## config.mk

```make
export PLATFORM = sky130hd
export DESIGN_NAME = decodeStage
export DESIGN_NICKNAME = d
export VERILOG_FILES = /design/src/source/isaPkg.sv /design/src/source/decodePkg.sv /design/src/source/decodeAlu.sv /design/src/source/decodeMem.sv /design/src/source/decodeRegs.sv /design/src/source/decodeStage.sv /design/src/source/stageReg.sv
export SDC_FILE = /design/constraint.sdc
export NUM_CORES = 1
export LEC_CHECK = 0
export ABC_AREA = 0
export BUFFER_PORTS_ARGS = -buffer_cell sky130_fd_sc_hd__buf_2
export CAP_MARGIN = 20
export CORE_MARGIN = 1.5
export CORE_UTILIZATION = 40
export DETAILED_ROUTE_END_ITERATION = 8
export HOLD_SLACK_MARGIN = 0.12
export SYNTH_ARGS = -nofsm -noshare
export SYNTH_HDL_FRONTEND = slang
export SYNTH_SLANG_ARGS = --single-unit
```

## constraint.sdc

```tcl
create_clock -name clk -period 1.6 [get_ports clk]
set_input_delay 0.32 -clock clk [delete_from_list [all_inputs] [get_ports clk]]
set_output_delay 0.32 -clock clk [all_outputs]
set_load 0.005 [all_outputs]
```

## src/source/isaPkg.sv

```systemverilog
`default_nettype none

package isaPkg;

	// ==========================================================================
	// Major opcodes
	// ==========================================================================

	// Codes missing from this list are undefined and never execute on the ALU
	typedef enum logic [6:0]
	{
		OP_SYS    = 7'd0,
		OP_R2     = 7'd2,
		OP_ADDI   = 7'd4,
		OP_SUBFI  = 7'd5,
		OP_CMPI   = 7'd6,
		OP_MULI   = 7'd7,
		OP_DIVI   = 7'd8,
		OP_ANDI   = 7'd9,
		OP_ORI    = 7'd10,
		OP_EORI   = 7'd11,
		OP_SLTI   = 7'd12,
		OP_SHIFT  = 7'd13,
		OP_CSR    = 7'd14,
		OP_MOV    = 7'd15,
		// Loads sit in one block, the U forms directly after the signed ones
		OP_LDB    = 7'd64,
		OP_LDBU   = 7'd65,
		OP_LDW    = 7'd66,
		OP_LDWU   = 7'd67,
		OP_LDT    = 7'd68,
		OP_LDTU   = 7'd69,
		OP_LDO    = 7'd70,
		OP_LDA    = 7'd74,
		OP_LDX    = 7'd79,
		// Stores follow the loads
		OP_STB    = 7'd80,
		OP_STW    = 7'd81,
		OP_STT    = 7'd82,
		OP_STO    = 7'd83,
		OP_STX    = 7'd87,
		OP_PFX    = 7'd124,
		OP_NOP    = 7'd127
	} opcode_t;

	// ==========================================================================
	// R2 function codes
	// ==========================================================================

	// Arithmetic in the low group, logic at 16 and set operations at 32
	typedef enum logic [6:0]
	{
		FN_ADD  = 7'd4,
		FN_CMP  = 7'd5,
		FN_MUL  = 7'd6,
		FN_DIV  = 7'd7,
		FN_SUB  = 7'd8,
		FN_MULU = 7'd9,
		FN_DIVU = 7'd10,
		FN_AND  = 7'd16,
		FN_OR   = 7'd17,
		FN_EOR  = 7'd18,
		FN_ANDC = 7'd19,
		FN_NAND = 7'd20,
		FN_NOR  = 7'd21,
		FN_ENOR = 7'd22,
		FN_ORC  = 7'd23,
		FN_SEQ  = 7'd32,
		FN_SNE  = 7'd33,
		FN_SLT  = 7'd34,
		FN_SLE  = 7'd35,
		FN_SLTU = 7'd36,
		FN_SLEU = 7'd37
	} func_t;

	// ==========================================================================
	// Instruction formats
	// ==========================================================================

	typedef logic [5:0] regNum_t;

	// Register form, fields listed from the top bit down
	typedef struct packed
	{
		func_t      func;
		logic [1:0] spare;
		regNum_t    rc;
		regNum_t    rb;
		regNum_t    ra;
		regNum_t    rt;
		opcode_t    opcode;
	} r2Format_t;

	// Immediate form shares opcode, Rt and Ra positions with the register form
	typedef struct packed
	{
		logic [20:0] imm;
		regNum_t     ra;
		regNum_t     rt;
		opcode_t     opcode;
	} immFormat_t;

	typedef union packed
	{
		r2Format_t  r2;
		immFormat_t ri;
	} instruction_t;

endpackage

`default_nettype wire

```

## src/source/decodePkg.sv

```systemverilog
`default_nettype none

package decodePkg;

	// ==========================================================================
	// Memory access size
	// ==========================================================================

	// Byte, wyde (16), tetra (32) and octa (64)
	typedef enum logic [1:0]
	{
		SZ_BYTE  = 2'd0,
		SZ_WYDE  = 2'd1,
		SZ_TETRA = 2'd2,
		SZ_OCTA  = 2'd3
	} memSize_t;

	// ==========================================================================
	// Stage payloads
	// ==========================================================================

	// Everything the issue stage needs to know about one instruction
	typedef struct packed
	{
		logic             alu;
		logic             load;
		logic             store;
		memSize_t         memSize;
		logic             unsignedLoad;
		logic             indexed;
		logic             hasImm;
		logic             rbValid;
		logic             writesRt;
		isaPkg::regNum_t  rt;
		isaPkg::regNum_t  ra;
		isaPkg::regNum_t  rb;
		logic [20:0]      imm;
	} decodeBus_t;

	// Contents of the instruction register
	typedef struct packed
	{
		isaPkg::instruction_t instr;
	} fetchWord_t;

endpackage

`default_nettype wire

```

## src/source/decodeAlu.sv

```systemverilog
`default_nettype none

module decodeAlu
(
	input  wire isaPkg::instruction_t instr,
	output logic                      alu
);

	import isaPkg::*;

	// ==========================================================================
	// ALU classification
	// ==========================================================================

	// Loads and stores count as ALU work because the address add runs there
	// Prefix and NOP words also occupy an ALU slot so they retire in order
	always_comb
	begin
		case (instr.r2.opcode)
			// System operations go to their own unit
			OP_SYS:
				alu = 1'b0;
			// Register form is ALU only for a defined function code
			OP_R2:
			begin
				case (instr.r2.func)
					FN_ADD, FN_CMP, FN_MUL, FN_DIV, FN_SUB, FN_MULU, FN_DIVU:
						alu = 1'b1;
					FN_AND, FN_OR, FN_EOR, FN_ANDC:
						alu = 1'b1;
					FN_NAND, FN_NOR, FN_ENOR, FN_ORC:
						alu = 1'b1;
					FN_SEQ, FN_SNE, FN_SLT, FN_SLE, FN_SLTU, FN_SLEU:
						alu = 1'b1;
					// Unknown function is treated like an unknown opcode
					default:
						alu = 1'b0;
				endcase
			end
			// Immediate arithmetic
			OP_ADDI, OP_SUBFI, OP_CMPI, OP_MULI, OP_DIVI:
				alu = 1'b1;
			// Immediate logic and compare
			OP_ANDI, OP_ORI, OP_EORI, OP_SLTI:
				alu = 1'b1;
			// Shifts, CSR access and register move
			OP_SHIFT, OP_CSR, OP_MOV:
				alu = 1'b1;
			// Loads, including the address-only LDA
			OP_LDB, OP_LDBU, OP_LDW, OP_LDWU, OP_LDT, OP_LDTU, OP_LDO, OP_LDA:
				alu = 1'b1;
			// Indexed load needs Ra plus Rb
			OP_LDX:
				alu = 1'b1;
			// Stores
			OP_STB, OP_STW, OP_STT, OP_STO, OP_STX:
				alu = 1'b1;
			// Prefix and NOP are classified only
			OP_PFX, OP_NOP:
				alu = 1'b1;
			// Any undefined opcode
			default:
				alu = 1'b0;
		endcase
	end

endmodule

`default_nettype wire

```

## src/source/decodeMem.sv

```systemverilog
`default_nettype none

module decodeMem
(
	input  wire isaPkg::instruction_t instr,
	output logic                      load,
	output logic                      store,
	output decodePkg::memSize_t       memSize,
	output logic                      unsignedLoad,
	output logic                      indexed
);

	import isaPkg::*;
	import decodePkg::*;

	// ==========================================================================
	// Load and store classification
	// ==========================================================================

	// Defaults describe a non-memory instruction
	// Size rests at octa so that idle bits do not toggle on ALU words
	always_comb
	begin
		load         = 1'b0;
		store        = 1'b0;
		memSize      = SZ_OCTA;
		unsignedLoad = 1'b0;
		indexed      = 1'b0;
		case (instr.r2.opcode)
			// Signed and unsigned byte
			OP_LDB, OP_LDBU:
			begin
				load         = 1'b1;
				memSize      = SZ_BYTE;
				unsignedLoad = (instr.r2.opcode == OP_LDBU);
			end
			// Signed and unsigned wyde
			OP_LDW, OP_LDWU:
			begin
				load         = 1'b1;
				memSize      = SZ_WYDE;
				unsignedLoad = (instr.r2.opcode == OP_LDWU);
			end
			// Signed and unsigned tetra
			OP_LDT, OP_LDTU:
			begin
				load         = 1'b1;
				memSize      = SZ_TETRA;
				unsignedLoad = (instr.r2.opcode == OP_LDTU);
			end
			// Octa fills the register, so there is no U form
			OP_LDO:
				load = 1'b1;
			// Indexed forms carry the size in the low two func bits
			OP_LDX:
			begin
				load    = 1'b1;
				indexed = 1'b1;
				memSize = memSize_t'(instr.r2.func[1:0]);
			end
			OP_STB:
			begin
				store   = 1'b1;
				memSize = SZ_BYTE;
			end
			OP_STW:
			begin
				store   = 1'b1;
				memSize = SZ_WYDE;
			end
			OP_STT:
			begin
				store   = 1'b1;
				memSize = SZ_TETRA;
			end
			OP_STO:
				store = 1'b1;
			OP_STX:
			begin
				store   = 1'b1;
				indexed = 1'b1;
				memSize = memSize_t'(instr.r2.func[1:0]);
			end
			// LDA only forms an address, it never touches memory
			default:
				load = 1'b0;
		endcase
	end

endmodule

`default_nettype wire

```

## src/source/decodeRegs.sv

```systemverilog
`default_nettype none

module decodeRegs
(
	input  wire isaPkg::instruction_t instr,
	output isaPkg::regNum_t           rt,
	output isaPkg::regNum_t           ra,
	output isaPkg::regNum_t           rb,
	output logic [20:0]               imm,
	output logic                      hasImm,
	output logic                      rbValid,
	output logic                      writesRt
);

	import isaPkg::*;

	// ==========================================================================
	// Register fields
	// ==========================================================================

	// Register numbers sit at the same place in every format
	assign rt = instr.r2.rt;
	assign ra = instr.r2.ra;
	assign rb = instr.r2.rb;

	// Immediate is forced to zero when the word has none
	assign imm = hasImm ? instr.ri.imm : 21'd0;

	// ==========================================================================
	// Operand use and writeback
	// ==========================================================================

	// Stores, PFX and NOP never write Rt, so only the rest of the ALU set
	// needs to be recognised here
	always_comb
	begin
		hasImm   = 1'b0;
		rbValid  = 1'b0;
		writesRt = 1'b0;
		case (instr.r2.opcode)
			OP_R2:
			begin
				rbValid = 1'b1;
				case (instr.r2.func)
					FN_ADD, FN_CMP, FN_MUL, FN_DIV, FN_SUB, FN_MULU, FN_DIVU,
					FN_AND, FN_OR, FN_EOR, FN_ANDC, FN_NAND, FN_NOR, FN_ENOR,
					FN_ORC, FN_SEQ, FN_SNE, FN_SLT, FN_SLE, FN_SLTU, FN_SLEU:
						writesRt = 1'b1;
					default:
						writesRt = 1'b0;
				endcase
			end
			OP_ADDI, OP_SUBFI, OP_CMPI, OP_MULI, OP_DIVI,
			OP_ANDI, OP_ORI, OP_EORI, OP_SLTI, OP_CSR:
			begin
				hasImm   = 1'b1;
				writesRt = 1'b1;
			end
			// Shift amount comes from Rb
			OP_SHIFT:
			begin
				rbValid  = 1'b1;
				writesRt = 1'b1;
			end
			OP_MOV:
				writesRt = 1'b1;
			// Displacement loads and LDA
			OP_LDB, OP_LDBU, OP_LDW, OP_LDWU, OP_LDT, OP_LDTU, OP_LDO, OP_LDA:
			begin
				hasImm   = 1'b1;
				writesRt = 1'b1;
			end
			OP_LDX:
			begin
				rbValid  = 1'b1;
				writesRt = 1'b1;
			end
			// Rt is the data source of a store
			OP_STB, OP_STW, OP_STT, OP_STO:
				hasImm = 1'b1;
			OP_STX:
				rbValid = 1'b1;
			default:
				hasImm = 1'b0;
		endcase
	end

endmodule

`default_nettype wire

```

## src/source/decodeStage.sv

```systemverilog
`default_nettype none

module decodeStage
(
	input  wire logic                 clk,
	input  wire logic                 rst,
	input  wire isaPkg::instruction_t instrIn,
	input  wire logic                 instrValid,
	input  wire logic                 stall,
	output decodePkg::decodeBus_t     decodeOut,
	output logic                      decodeValid
);

	import decodePkg::*;

	// Instruction register contents
	wire fetchWord_t fetchQ;
	wire             fetchValid;

	// Combined result of the three decoders, before the output register
	wire decodeBus_t nextBus;

	// ==========================================================================
	// Instruction register
	// ==========================================================================

	// A word enters on an edge with instrValid high and stall low
	stageReg #(.payload_t(fetchWord_t)) u_fetchReg
	(
		.clk      (clk),
		.rst      (rst),
		.stall    (stall),
		.inValid  (instrValid),
		.inData   (fetchWord_t'(instrIn)),
		.outValid (fetchValid),
		.outData  (fetchQ)
	);

	// ==========================================================================
	// Decoders
	// ==========================================================================

	// All three look at the same registered word in parallel
	decodeAlu u_decodeAlu
	(
		.instr (fetchQ.instr),
		.alu   (nextBus.alu)
	);

	decodeMem u_decodeMem
	(
		.instr        (fetchQ.instr),
		.load         (nextBus.load),
		.store        (nextBus.store),
		.memSize      (nextBus.memSize),
		.unsignedLoad (nextBus.unsignedLoad),
		.indexed      (nextBus.indexed)
	);

	decodeRegs u_decodeRegs
	(
		.instr    (fetchQ.instr),
		.rt       (nextBus.rt),
		.ra       (nextBus.ra),
		.rb       (nextBus.rb),
		.imm      (nextBus.imm),
		.hasImm   (nextBus.hasImm),
		.rbValid  (nextBus.rbValid),
		.writesRt (nextBus.writesRt)
	);

	// ==========================================================================
	// Output register
	// ==========================================================================

	// Decode appears one edge after the word was captured
	stageReg #(.payload_t(decodeBus_t)) u_decodeReg
	(
		.clk      (clk),
		.rst      (rst),
		.stall    (stall),
		.inValid  (fetchValid),
		.inData   (nextBus),
		.outValid (decodeValid),
		.outData  (decodeOut)
	);

endmodule

`default_nettype wire

```

## src/source/stageReg.sv

```systemverilog
`default_nettype none

module stageReg
#(
	parameter type payload_t = logic [39:0]
)
(
	input  wire logic     clk,
	input  wire logic     rst,
	input  wire logic     stall,
	input  wire logic     inValid,
	input  wire payload_t inData,
	output logic          outValid,
	output payload_t      outData
);

	// ==========================================================================
	// Pipeline register
	// ==========================================================================

	// Stall freezes valid and payload together so that a held slot
	// still shows the same word when the stall lifts
	always_ff @(posedge clk)
	begin
		if (rst)
		begin
			outValid <= 1'b0;
			outData  <= '0;
		end
		else if (!stall)
		begin
			// Payload follows even for an empty slot, valid marks it
			outValid <= inValid;
			outData  <= inData;
		end
	end

endmodule

`default_nettype wire

```

==> metrics.txt, run 1 <==
# TYPE chip_impl_metric gauge
chip_impl_metric{name="drt_total_wl",unit="um"} 8430
chip_impl_metric{name="postSynth.asyncResetShare",unit=""} 0
chip_impl_metric{name="post_drt_via_cell_ratio",unit=""} 5.01
chip_impl_metric{name="synth_mux_area_frac",unit=""} 0.150
chip_impl_metric{name="vert_die_dim",unit="um"} 99.6
chip_impl_metric{name="postSynthCellCount",unit=""} 403
chip_impl_info{name="most_used_dff_post_synth",value="sky130_fd_sc_hd__dfxtp_1"} 1
chip_impl_metric{name="worst_pin_slew",unit="ns"} 0.415
chip_impl_metric{name="cts_max_level",unit=""} 3
chip_impl_metric{name="fin_skew",unit="ns"} 0.0103
chip_impl_metric{name="grt_max_degree",unit=""} 36
chip_impl_info{name="run_status",value="completed"} 1
chip_impl_metric{name="number_of_global_route_vias_before_repair",unit=""} 2870
chip_impl_metric{name="hold_buffers",unit=""} 0
chip_impl_metric{name="final_setup_violations",unit=""} 0
chip_impl_metric{name="syn2layout_area_growth",unit="%"} 24.7
chip_impl_metric{name="place_area",unit="sq um"} 4400
chip_impl_metric{name="post_synth_instance_area",unit="sq um"} 3730
chip_impl_metric{name="placement.setup.worst_slack",unit="ns"} -0.0152
chip_impl_metric{name="static-leakage-power",unit="nW"} 2.12
chip_impl_metric{name="rr_worst_depth",unit=""} 5
chip_impl_metric{name="routed-via-count",unit=""} 3081
chip_impl_info{name="synth.largest_area_cell",value="sky130_fd_sc_hd__dfxtp_1"} 1
chip_impl_metric{name="finalCriticalPeriod",unit="ns"} 1.56
chip_impl_metric{name="achievable-frequency",unit="MHz"} 643
chip_impl_metric{name="synthDistinctLibCells",unit=""} 42
chip_impl_metric{name="buffer_ports.inserted",unit=""} 93
chip_impl_info{name="cts_tree",value="built"} 1
chip_impl_metric{name="seq_area_frac_synth",unit=""} 0.493
chip_impl_metric{name="grt_usage",unit=""} 0.175
chip_impl_metric{name="detailed_place_hpwl",unit="um"} 6000
chip_impl_metric{name="adder_cell_fraction_of_synth_area",unit=""} 0
chip_impl_metric{name="grt_first_pass_wirelength",unit="um"} 13900
chip_impl_metric{name="antenna_violations_before_repair",unit=""} 0
chip_impl_metric{name="hold-path-cell-count",unit=""} 3
chip_impl_metric{name="die-area",unit="sq um"} 9920
chip_impl_metric{name="die_width",unit="um"} 99.6
chip_impl_metric{name="clkTransAtPathRegs",unit="ns"} 0.10
chip_impl_info{name="cp_cell_sequence",value="or3_4, nor4b_4, and3b_1, a2111oi_2, a21oi_1"} 1
chip_impl_metric{name="post_cts_setup_buffers",unit=""} 0
chip_impl_metric{name="worst_skew_pair.late_latency",unit="ns"} 0.35
chip_impl_metric{name="detail_route.first_pass.iterations",unit=""} 4
chip_impl_metric{name="critPathMaxStageDelay",unit="ns"} 0.43
chip_impl_metric{name="synth_xor_xnor_area_share",unit=""} 0.00938
chip_impl_metric{name="maximum_net_fanout_on_the_critical_path",unit=""} 9
chip_impl_metric{name="timing_max_transition_violations_final",unit=""} 0
chip_impl_metric{name="route.antenna.remaining_nets",unit=""} 0
chip_impl_metric{name="num-fill-cells",unit=""} 889
chip_impl_metric{name="core_region_area",unit="sq um"} 9150
chip_impl_metric{name="synth_edf_count",unit=""} 0
chip_impl_metric{name="drc",unit=""} 0
chip_impl_info{name="hold_path_class",value="in -> reg"} 1
chip_impl_metric{name="fin_tns_setup",unit="ns"} 0
chip_impl_info{name="cts_root_buffer",value="sky130_fd_sc_hd__clkbuf_8"} 1
chip_impl_metric{name="synth.yosys.warnings",unit=""} 0
chip_impl_metric{name="fin_crit_sh",unit=""} 0.972
chip_impl_metric{name="drv_cap",unit=""} 0
chip_impl_metric{name="cp.arrival",unit="ns"} 1.84
chip_impl_info{name="cpMaxStageDelayCell",value="sky130_fd_sc_hd__or3_4"} 1
chip_impl_metric{name="first_iter_violations",unit=""} 135
chip_impl_metric{name="final_area",unit="sq um"} 4650
chip_impl_metric{name="power.density_cell_area",unit="nW/um^2"} 1020
chip_impl_metric{name="globalplace.congestion",unit=""} 0.866
chip_impl_metric{name="detail_route.wl_per_cell",unit="um"} 13.7
chip_impl_metric{name="max_slew_margin",unit=""} 0.723
chip_impl_metric{name="power.ir.vdd_worst",unit="V"} 0.000640
chip_impl_metric{name="timing.final.hold_violations",unit=""} 0
chip_impl_metric{name="crit_required",unit="ns"} 1.89
chip_impl_info{name="synth_top_cells_by_area",value="sky130_fd_sc_hd__dfxtp_1 49%, sky130_fd_sc_hd__mux2i_1 15%, sky130_fd_sc_hd__nor2_1 6.2%"} 1
chip_impl_metric{name="post-synth-top-area-fraction",unit=""} 0.493
chip_impl_info{name="largest_family_of_logic_cells_by_synthesized_area",value="simple AND/OR/NAND/NOR gates"} 1
chip_impl_metric{name="critical_path.n_buffers_inverters",unit=""} 0
chip_impl_metric{name="diodes",unit=""} 0
chip_impl_metric{name="overflow",unit=""} 0
chip_impl_metric{name="layout-drive-gt1-share",unit=""} 0.321
chip_impl_info{name="startpoint_type",value="flip-flop"} 1
chip_impl_metric{name="synth.ff_latch_count",unit=""} 92
chip_impl_metric{name="total_cts_buffers",unit=""} 9
chip_impl_metric{name="worst-path-stages",unit=""} 5
chip_impl_metric{name="num_io_pins",unit=""} 94
chip_impl_metric{name="cts.path.max_buffers",unit=""} 2
chip_impl_metric{name="post_synth_simple_gate_area",unit=""} 0.176
chip_impl_metric{name="place.detailed.instances",unit=""} 600
chip_impl_metric{name="total_clock_sinks",unit=""} 92
chip_impl_metric{name="worst_hold_slack",unit="ns"} 0.193
chip_impl_metric{name="setup_slack",unit="ns"} 0.0450
chip_impl_metric{name="final_cell_count_no_fill",unit=""} 615
chip_impl_info{name="worstSetupEndpointType",value="flip-flop"} 1
chip_impl_info{name="cpLargestDelayFamily",value="simple AND/OR/NAND/NOR gates"} 1
chip_impl_metric{name="placementRows",unit=""} 35
chip_impl_info{name="critPathKind",value="reg -> reg"} 1
chip_impl_metric{name="synth-compound-area-share",unit=""} 0.117
chip_impl_metric{name="postSynthNetCount",unit=""} 447
chip_impl_metric{name="fin_nets",unit=""} 544
chip_impl_metric{name="initial_core_util",unit=""} 0.408
chip_impl_metric{name="syn_avg_cell_area",unit="sq um"} 9.26
## worst register-to-register path: stages, from the launching register on
cell                        delay (ns)
sky130_fd_sc_hd__dfxtp_4          0.39
sky130_fd_sc_hd__or3_4            0.43
sky130_fd_sc_hd__nor4b_4          0.26
sky130_fd_sc_hd__and3b_1          0.22
sky130_fd_sc_hd__a2111oi_2        0.06
sky130_fd_sc_hd__a21oi_1          0.13
## report_power, final
group          internal [W]  switching (W)
combinational      0.000284       0.000316
sequential          0.00239      0.0000739
clock              0.000884       0.000815
## Yosys cell counts, drive strengths merged (2+ instances only)
master  count
mux2i      56
buf        19
nand4       3
clkbuf     16
o22ai      17
nand3      26
o21ai       9
o31ai       6
xnor2       3
inv         5
dfxtp      92
nor2       66
a22oi       2
nand2      39
a21oi      22
nor2b       4
## metal layers
metal  up-vias  part of all wire  GRT usage
li1       1575                 -          -
met3         7             0.036     0.0330
met5         -                 0          0
met2        60              0.46      0.275
met4         0            0.0092     0.0585
met1      1439              0.50      0.243
## repair_timing
| item | CTS | global route |
|---|---|---|
| setup endpoints to repair | 8 | 26 |
| resized for setup | 5 | 11 |
| pin swaps | 0 | 1 |
## state kept, by name (all words and copies together) (netlist names), named ones only
register and count:
u_fetchReg.outValid 1, u_decodeReg.outValid 1, u_decodeReg.outData 49, u_fetchReg.outData 40
## area by class of cell
type | instances | area [sq um] | area share
tap | 111 | 139 | 0.0298
clock buffer | 10 | 128 | 0.0274
multi-input combinational | 270 | 1720 | 0.370
clock inverter | 5 | 86.3 | 0.0185
sequential | 92 | 1860 | 0.399
inverter | 6 | 22.5 | 0.00484
timing repair buffer | 121 | 703 | 0.151
## metrics by stage
stage,power (W),utilization
after global placement,0.00311,0.480
after detailed placement,0.00311,0.480
after CTS,0.00483,0.505
after floorplan,0.00289,-
after global routing,0.00499,0.509
final,0.00477,0.509
## logic make-up (layout without fill, tap and decap cells)
| kind of cell | count (synthesis) | after routing |
|---|---|---|
| muxes | 56 | 56 |
| and+or+nand+nor | 146 | 146 |
| DFF | 92 | 92 |
| AOI/OAI and AO/OA | 64 | 64 |
| xor gates and xnor gates | 4 | 4 |
| buffers and inverters | 41 | 142 |
## path summary, 6_finish.rpt
kind | startpoint | to | slack (ns)
setup / recovery | u_fetchReg.outData[4] | u_decodeReg.outData[39] | 0.04
hold / removal | instrIn[26] | u_fetchReg.outData[26] | 0.19
setup reg to reg | u_fetchReg.outData[4] | u_decodeReg.outData[39] | 0.04
hold reg to reg | u_decodeReg.outData[43] | u_decodeReg.outData[43] | 0.46
## layout by cell type (no fill, tap or decap), types with 2 or more instances in the layout
cell and count:
sky130_fd_sc_hd__a21oi_1 22, sky130_fd_sc_hd__a22oi_1 2, sky130_fd_sc_hd__buf_12 2, sky130_fd_sc_hd__buf_2 92
sky130_fd_sc_hd__buf_4 27, sky130_fd_sc_hd__bufinv_16 2, sky130_fd_sc_hd__clkbuf_8 9, sky130_fd_sc_hd__clkinvlp_4 2
sky130_fd_sc_hd__dfxtp_1 85, sky130_fd_sc_hd__dfxtp_2 5, sky130_fd_sc_hd__dfxtp_4 2, sky130_fd_sc_hd__inv_1 5
sky130_fd_sc_hd__mux2i_1 56, sky130_fd_sc_hd__nand2_1 39, sky130_fd_sc_hd__nand3_1 26, sky130_fd_sc_hd__nand4_1 3
sky130_fd_sc_hd__nor2_1 62, sky130_fd_sc_hd__nor2_2 3, sky130_fd_sc_hd__nor2b_4 2, sky130_fd_sc_hd__o21ai_0 7
sky130_fd_sc_hd__o21ai_1 2, sky130_fd_sc_hd__o22ai_1 16, sky130_fd_sc_hd__o31ai_2 5, sky130_fd_sc_hd__xnor2_1 3
Note: power is estimated with default switching activity, not from simulation.
==> run 2, diff against run 1 <==
--- a/config.mk
+++ b/config.mk
@@ -5,7 +5,7 @@
 export SDC_FILE = /design/constraint.sdc
 export NUM_CORES = 1
 export LEC_CHECK = 0
-export ABC_AREA = 0
+export ABC_AREA = 1
 export BUFFER_PORTS_ARGS = -buffer_cell sky130_fd_sc_hd__buf_2
 export CAP_MARGIN = 20
 export CORE_MARGIN = 1.5
==> metrics.txt, run 2 <==
# TYPE chip_impl_metric gauge
chip_impl_info{name="cts_root_buffer",value="sky130_fd_sc_hd__clkbuf_8"} 1
chip_impl_metric{name="postSynth.asyncResetShare",unit=""} 0
chip_impl_info{name="synth.largest_area_cell",value="sky130_fd_sc_hd__dfxtp_1"} 1
chip_impl_metric{name="hold-path-cell-count",unit=""} 3
chip_impl_metric{name="static-leakage-power",unit="nW"} 2.12
chip_impl_metric{name="met3_length",unit="um"} 371
chip_impl_metric{name="cts_max_level",unit=""} 3
chip_impl_metric{name="initial_core_util",unit=""} 0.411
chip_impl_metric{name="drv_cap",unit=""} 0
chip_impl_metric{name="grt_usage",unit=""} 0.180
chip_impl_info{name="hold_start",value="instrIn[16]"} 1
chip_impl_metric{name="drt_total_wl",unit="um"} 9260
chip_impl_info{name="final_cell_mix",value="112 x sky130_fd_sc_hd__nor2_1, 93 x sky130_fd_sc_hd__buf_2, 85 x sky130_fd_sc_hd__dfxtp_1"} 1
chip_impl_metric{name="finalCriticalPeriod",unit="ns"} 1.57
chip_impl_metric{name="detail_route.first_pass.iterations",unit=""} 4
chip_impl_info{name="reg2reg_to",value="u_decodeReg.outData[11]"} 1
chip_impl_metric{name="switching_share",unit=""} 0.292
chip_impl_metric{name="placementRows",unit=""} 35
chip_impl_info{name="layout_top_registers",value="u_decodeReg.outData (49), u_fetchReg.outData (40)"} 1
chip_impl_info{name="max_flop_register",value="u_decodeReg.outData"} 1
chip_impl_metric{name="post_synth_instance_area",unit="sq um"} 3780
chip_impl_info{name="mostFrequentLayoutCell",value="sky130_fd_sc_hd__nor2_1"} 1
chip_impl_metric{name="diodes",unit=""} 0
chip_impl_info{name="startpoint_type",value="flip-flop"} 1
chip_impl_metric{name="rr_worst_depth",unit=""} 10
chip_impl_metric{name="largest_reg_flops",unit=""} 49
chip_impl_metric{name="worst_skew_pair.late_latency",unit="ns"} 0.36
chip_impl_metric{name="drc",unit=""} 0
chip_impl_metric{name="grt_first_pass_wirelength",unit="um"} 14500
chip_impl_metric{name="core_region_area",unit="sq um"} 9200
chip_impl_metric{name="met2_routed_wirelength",unit="um"} 4370
chip_impl_metric{name="postSynthNetCount",unit=""} 527
chip_impl_metric{name="globalplace.congestion",unit=""} 0.937
chip_impl_metric{name="synthDistinctLibCells",unit=""} 27
chip_impl_metric{name="timing_max_transition_violations_final",unit=""} 0
chip_impl_metric{name="power.ir.vdd_worst",unit="V"} 0.000536
chip_impl_metric{name="fin_nets",unit=""} 623
chip_impl_metric{name="synth.yosys.warnings",unit=""} 0
chip_impl_info{name="post-synth-top-count-cell",value="sky130_fd_sc_hd__nor2_1"} 1
chip_impl_info{name="synth_top_cells_by_area",value="sky130_fd_sc_hd__dfxtp_1 49%, sky130_fd_sc_hd__nor2_1 11%, sky130_fd_sc_hd__o21ai_0 7.7%"} 1
chip_impl_info{name="ys_top_cells_by_count",value="114 x sky130_fd_sc_hd__nor2_1, 92 x sky130_fd_sc_hd__dfxtp_1, 65 x sky130_fd_sc_hd__nand2_1"} 1
chip_impl_metric{name="first_iter_violations",unit=""} 96
chip_impl_metric{name="max_slew_margin",unit=""} 0.670
chip_impl_metric{name="synth_edf_count",unit=""} 0
chip_impl_metric{name="post-synth-top-area-fraction",unit=""} 0.488
chip_impl_metric{name="share_seq_of_total_power",unit=""} 0.533
chip_impl_metric{name="post_drt_via_cell_ratio",unit=""} 4.93
chip_impl_metric{name="worst_pin_slew",unit="ns"} 0.494
chip_impl_metric{name="clockPowerShare",unit=""} 0.316
chip_impl_metric{name="die_width",unit="um"} 100
chip_impl_metric{name="place_area",unit="sq um"} 4350
chip_impl_metric{name="seq_area_frac_synth",unit=""} 0.488
chip_impl_metric{name="route.layer.met1.wl",unit="um"} 4320
chip_impl_info{name="most_used_dff_post_synth",value="sky130_fd_sc_hd__dfxtp_1"} 1
chip_impl_metric{name="grt_max_degree",unit=""} 70
chip_impl_metric{name="num_io_pins",unit=""} 94
chip_impl_metric{name="final_area",unit="sq um"} 4750
chip_impl_metric{name="power_switching",unit="W"} 0.00138
chip_impl_metric{name="regToRegSetupSlack",unit="ns"} 0.03
chip_impl_info{name="cts_tree",value="built"} 1
chip_impl_metric{name="synth.ff_latch_count",unit=""} 92
chip_impl_metric{name="power.density_cell_area",unit="nW/um^2"} 993
chip_impl_metric{name="worst_hold_slack",unit="ns"} 0.191
chip_impl_metric{name="detail_route.wl_per_cell",unit="um"} 13.3
chip_impl_info{name="hold_path_class",value="in -> reg"} 1
chip_impl_info{name="timing.rr.start",value="u_fetchReg.outData[2]"} 1
chip_impl_metric{name="layout-drive-gt1-share",unit=""} 0.360
chip_impl_metric{name="hold_buffers",unit=""} 0
chip_impl_metric{name="achievable-frequency",unit="MHz"} 639
chip_impl_metric{name="timing.final.hold_violations",unit=""} 0
chip_impl_metric{name="maximum_net_fanout_on_the_critical_path",unit=""} 5
chip_impl_metric{name="overflow",unit=""} 0
chip_impl_metric{name="crit_required",unit="ns"} 1.90
chip_impl_metric{name="route.antenna.remaining_nets",unit=""} 0
chip_impl_info{name="timing.hold.worst_endpoint",value="u_fetchReg.outData[16]"} 1
chip_impl_metric{name="combPwrFrac",unit=""} 0.151
chip_impl_metric{name="routed-via-count",unit=""} 3423
chip_impl_metric{name="buffer_ports.inserted",unit=""} 93
chip_impl_info{name="critPathKind",value="reg -> reg"} 1
chip_impl_metric{name="postSynthCellCount",unit=""} 483
chip_impl_metric{name="cp.arrival",unit="ns"} 1.87
chip_impl_metric{name="number_of_global_route_vias_before_repair",unit=""} 3122
chip_impl_info{name="worstSetupEndpointType",value="flip-flop"} 1
chip_impl_metric{name="clkTransAtPathRegs",unit="ns"} 0.10
chip_impl_metric{name="syn_avg_cell_area",unit="sq um"} 7.82
chip_impl_metric{name="fin_skew",unit="ns"} 0.0100
chip_impl_metric{name="cts.path.max_buffers",unit=""} 2
chip_impl_metric{name="total_clock_sinks",unit=""} 92
chip_impl_metric{name="die-area",unit="sq um"} 10000
chip_impl_metric{name="vert_die_dim",unit="um"} 100
chip_impl_metric{name="detailed_place_hpwl",unit="um"} 5920
chip_impl_metric{name="internal_power",unit="W"} 0.00334
chip_impl_metric{name="final_setup_violations",unit=""} 0
chip_impl_metric{name="antenna_violations_before_repair",unit=""} 0
chip_impl_metric{name="total_cts_buffers",unit=""} 9
chip_impl_info{name="run_status",value="completed"} 1
chip_impl_metric{name="fin_crit_sh",unit=""} 0.979
chip_impl_metric{name="syn2layout_area_growth",unit="%"} 25.9
chip_impl_info{name="route.top_layer_used",value="met4"} 1
run 2: worst max-delay path by stage:
stage / startpoint / end
6_report: u_fetchReg.outData[2] / u_decodeReg.outData[11]
2_1_floorplan: rst / u_decodeReg.outData[41]
4_1_cts: u_fetchReg.outData[6] / u_decodeReg.outData[1]
3_3_place_gp: u_fetchReg.outData[0] / u_decodeReg.outData[41]
5_1_grt: u_fetchReg.outData[2] / u_decodeReg.outData[11]
3_5_place_dp: u_fetchReg.outData[1] / u_decodeReg.outData[1]
run 2: logic make-up after synthesis:
logic type / Yosys count / synth area share
AND/OR/NAND/NOR: 231 / 0.284
buffers and inverters: 55 / 0.0659
AO/OA/AOI/OAI: 105 / 0.163
flip-flops: 92 / 0.488
run 2: per-stage QoR:
stage	power (W)	utilization	TNS (ns)	instances	worst slack, ns
finish	0.00472	0.517	0	694	0.0341
global route	0.00496	0.517	-0.649	694	-0.0688
CTS	0.00466	0.493	0	684	0.00619
detailed placement	0.00316	0.473	-0.0155	669	-0.0112
global placement	0.00315	0.473	0	669	0.0259
floorplan	0.00297	-	0	483	0.228
run 2: power by group through the flow:
stage	Clock [W]	Sequential, W	Combinational [W]
5_1_grt	0.00163	0.00253	0.000796
3_3_place_gp	0	0.00256	0.000592
4_1_cts	0.00154	0.00251	0.000608
3_5_place_dp	0	0.00256	0.000600
6_report	0.00149	0.00252	0.000713
2_1_floorplan	0	0.00256	0.000420
run 2: routing by layer:
layer | vias to the layer above | global-route usage
met4 | 0 | 0.0726
met5 | - | 0
li1 | 1762 | -
met1 | 1552 | 0.225
met3 | 18 | 0.0362
met2 | 91 | 0.306
run 2: critical path: stages, from the launching register on:
cell                      delay (ns)
sky130_fd_sc_hd__dfxtp_4        0.38
sky130_fd_sc_hd__nor2_2         0.19
sky130_fd_sc_hd__inv_2          0.08
sky130_fd_sc_hd__nor2_2         0.18
sky130_fd_sc_hd__nor2_1         0.07
sky130_fd_sc_hd__nand2_2        0.08
sky130_fd_sc_hd__nor2_4         0.06
sky130_fd_sc_hd__buf_12         0.15
sky130_fd_sc_hd__nand2_8        0.08
sky130_fd_sc_hd__nand3_2        0.08
sky130_fd_sc_hd__a21oi_2        0.14
run 2: repair_timing:
item | CTS | global route
pin swaps | 0 | 14
setup buffers | 0 | 7
gates resized for setup | 2 | 32
setup endpoints to repair | 22 | 23
gates cloned | 0 | 3
run 2: area by class of cell:
| type | count | area, sq um |
|---|---|---|
| clock inverters | 5 | 45.0 |
| clock buffers | 10 | 138 |
| multi-input cells | 339 | 1810 |
| well taps | 111 | 139 |
| inverters | 24 | 92.6 |
| fillers | 928 | 4440 |
| repair buffers | 113 | 666 |
| flip-flops and latches | 92 | 1860 |
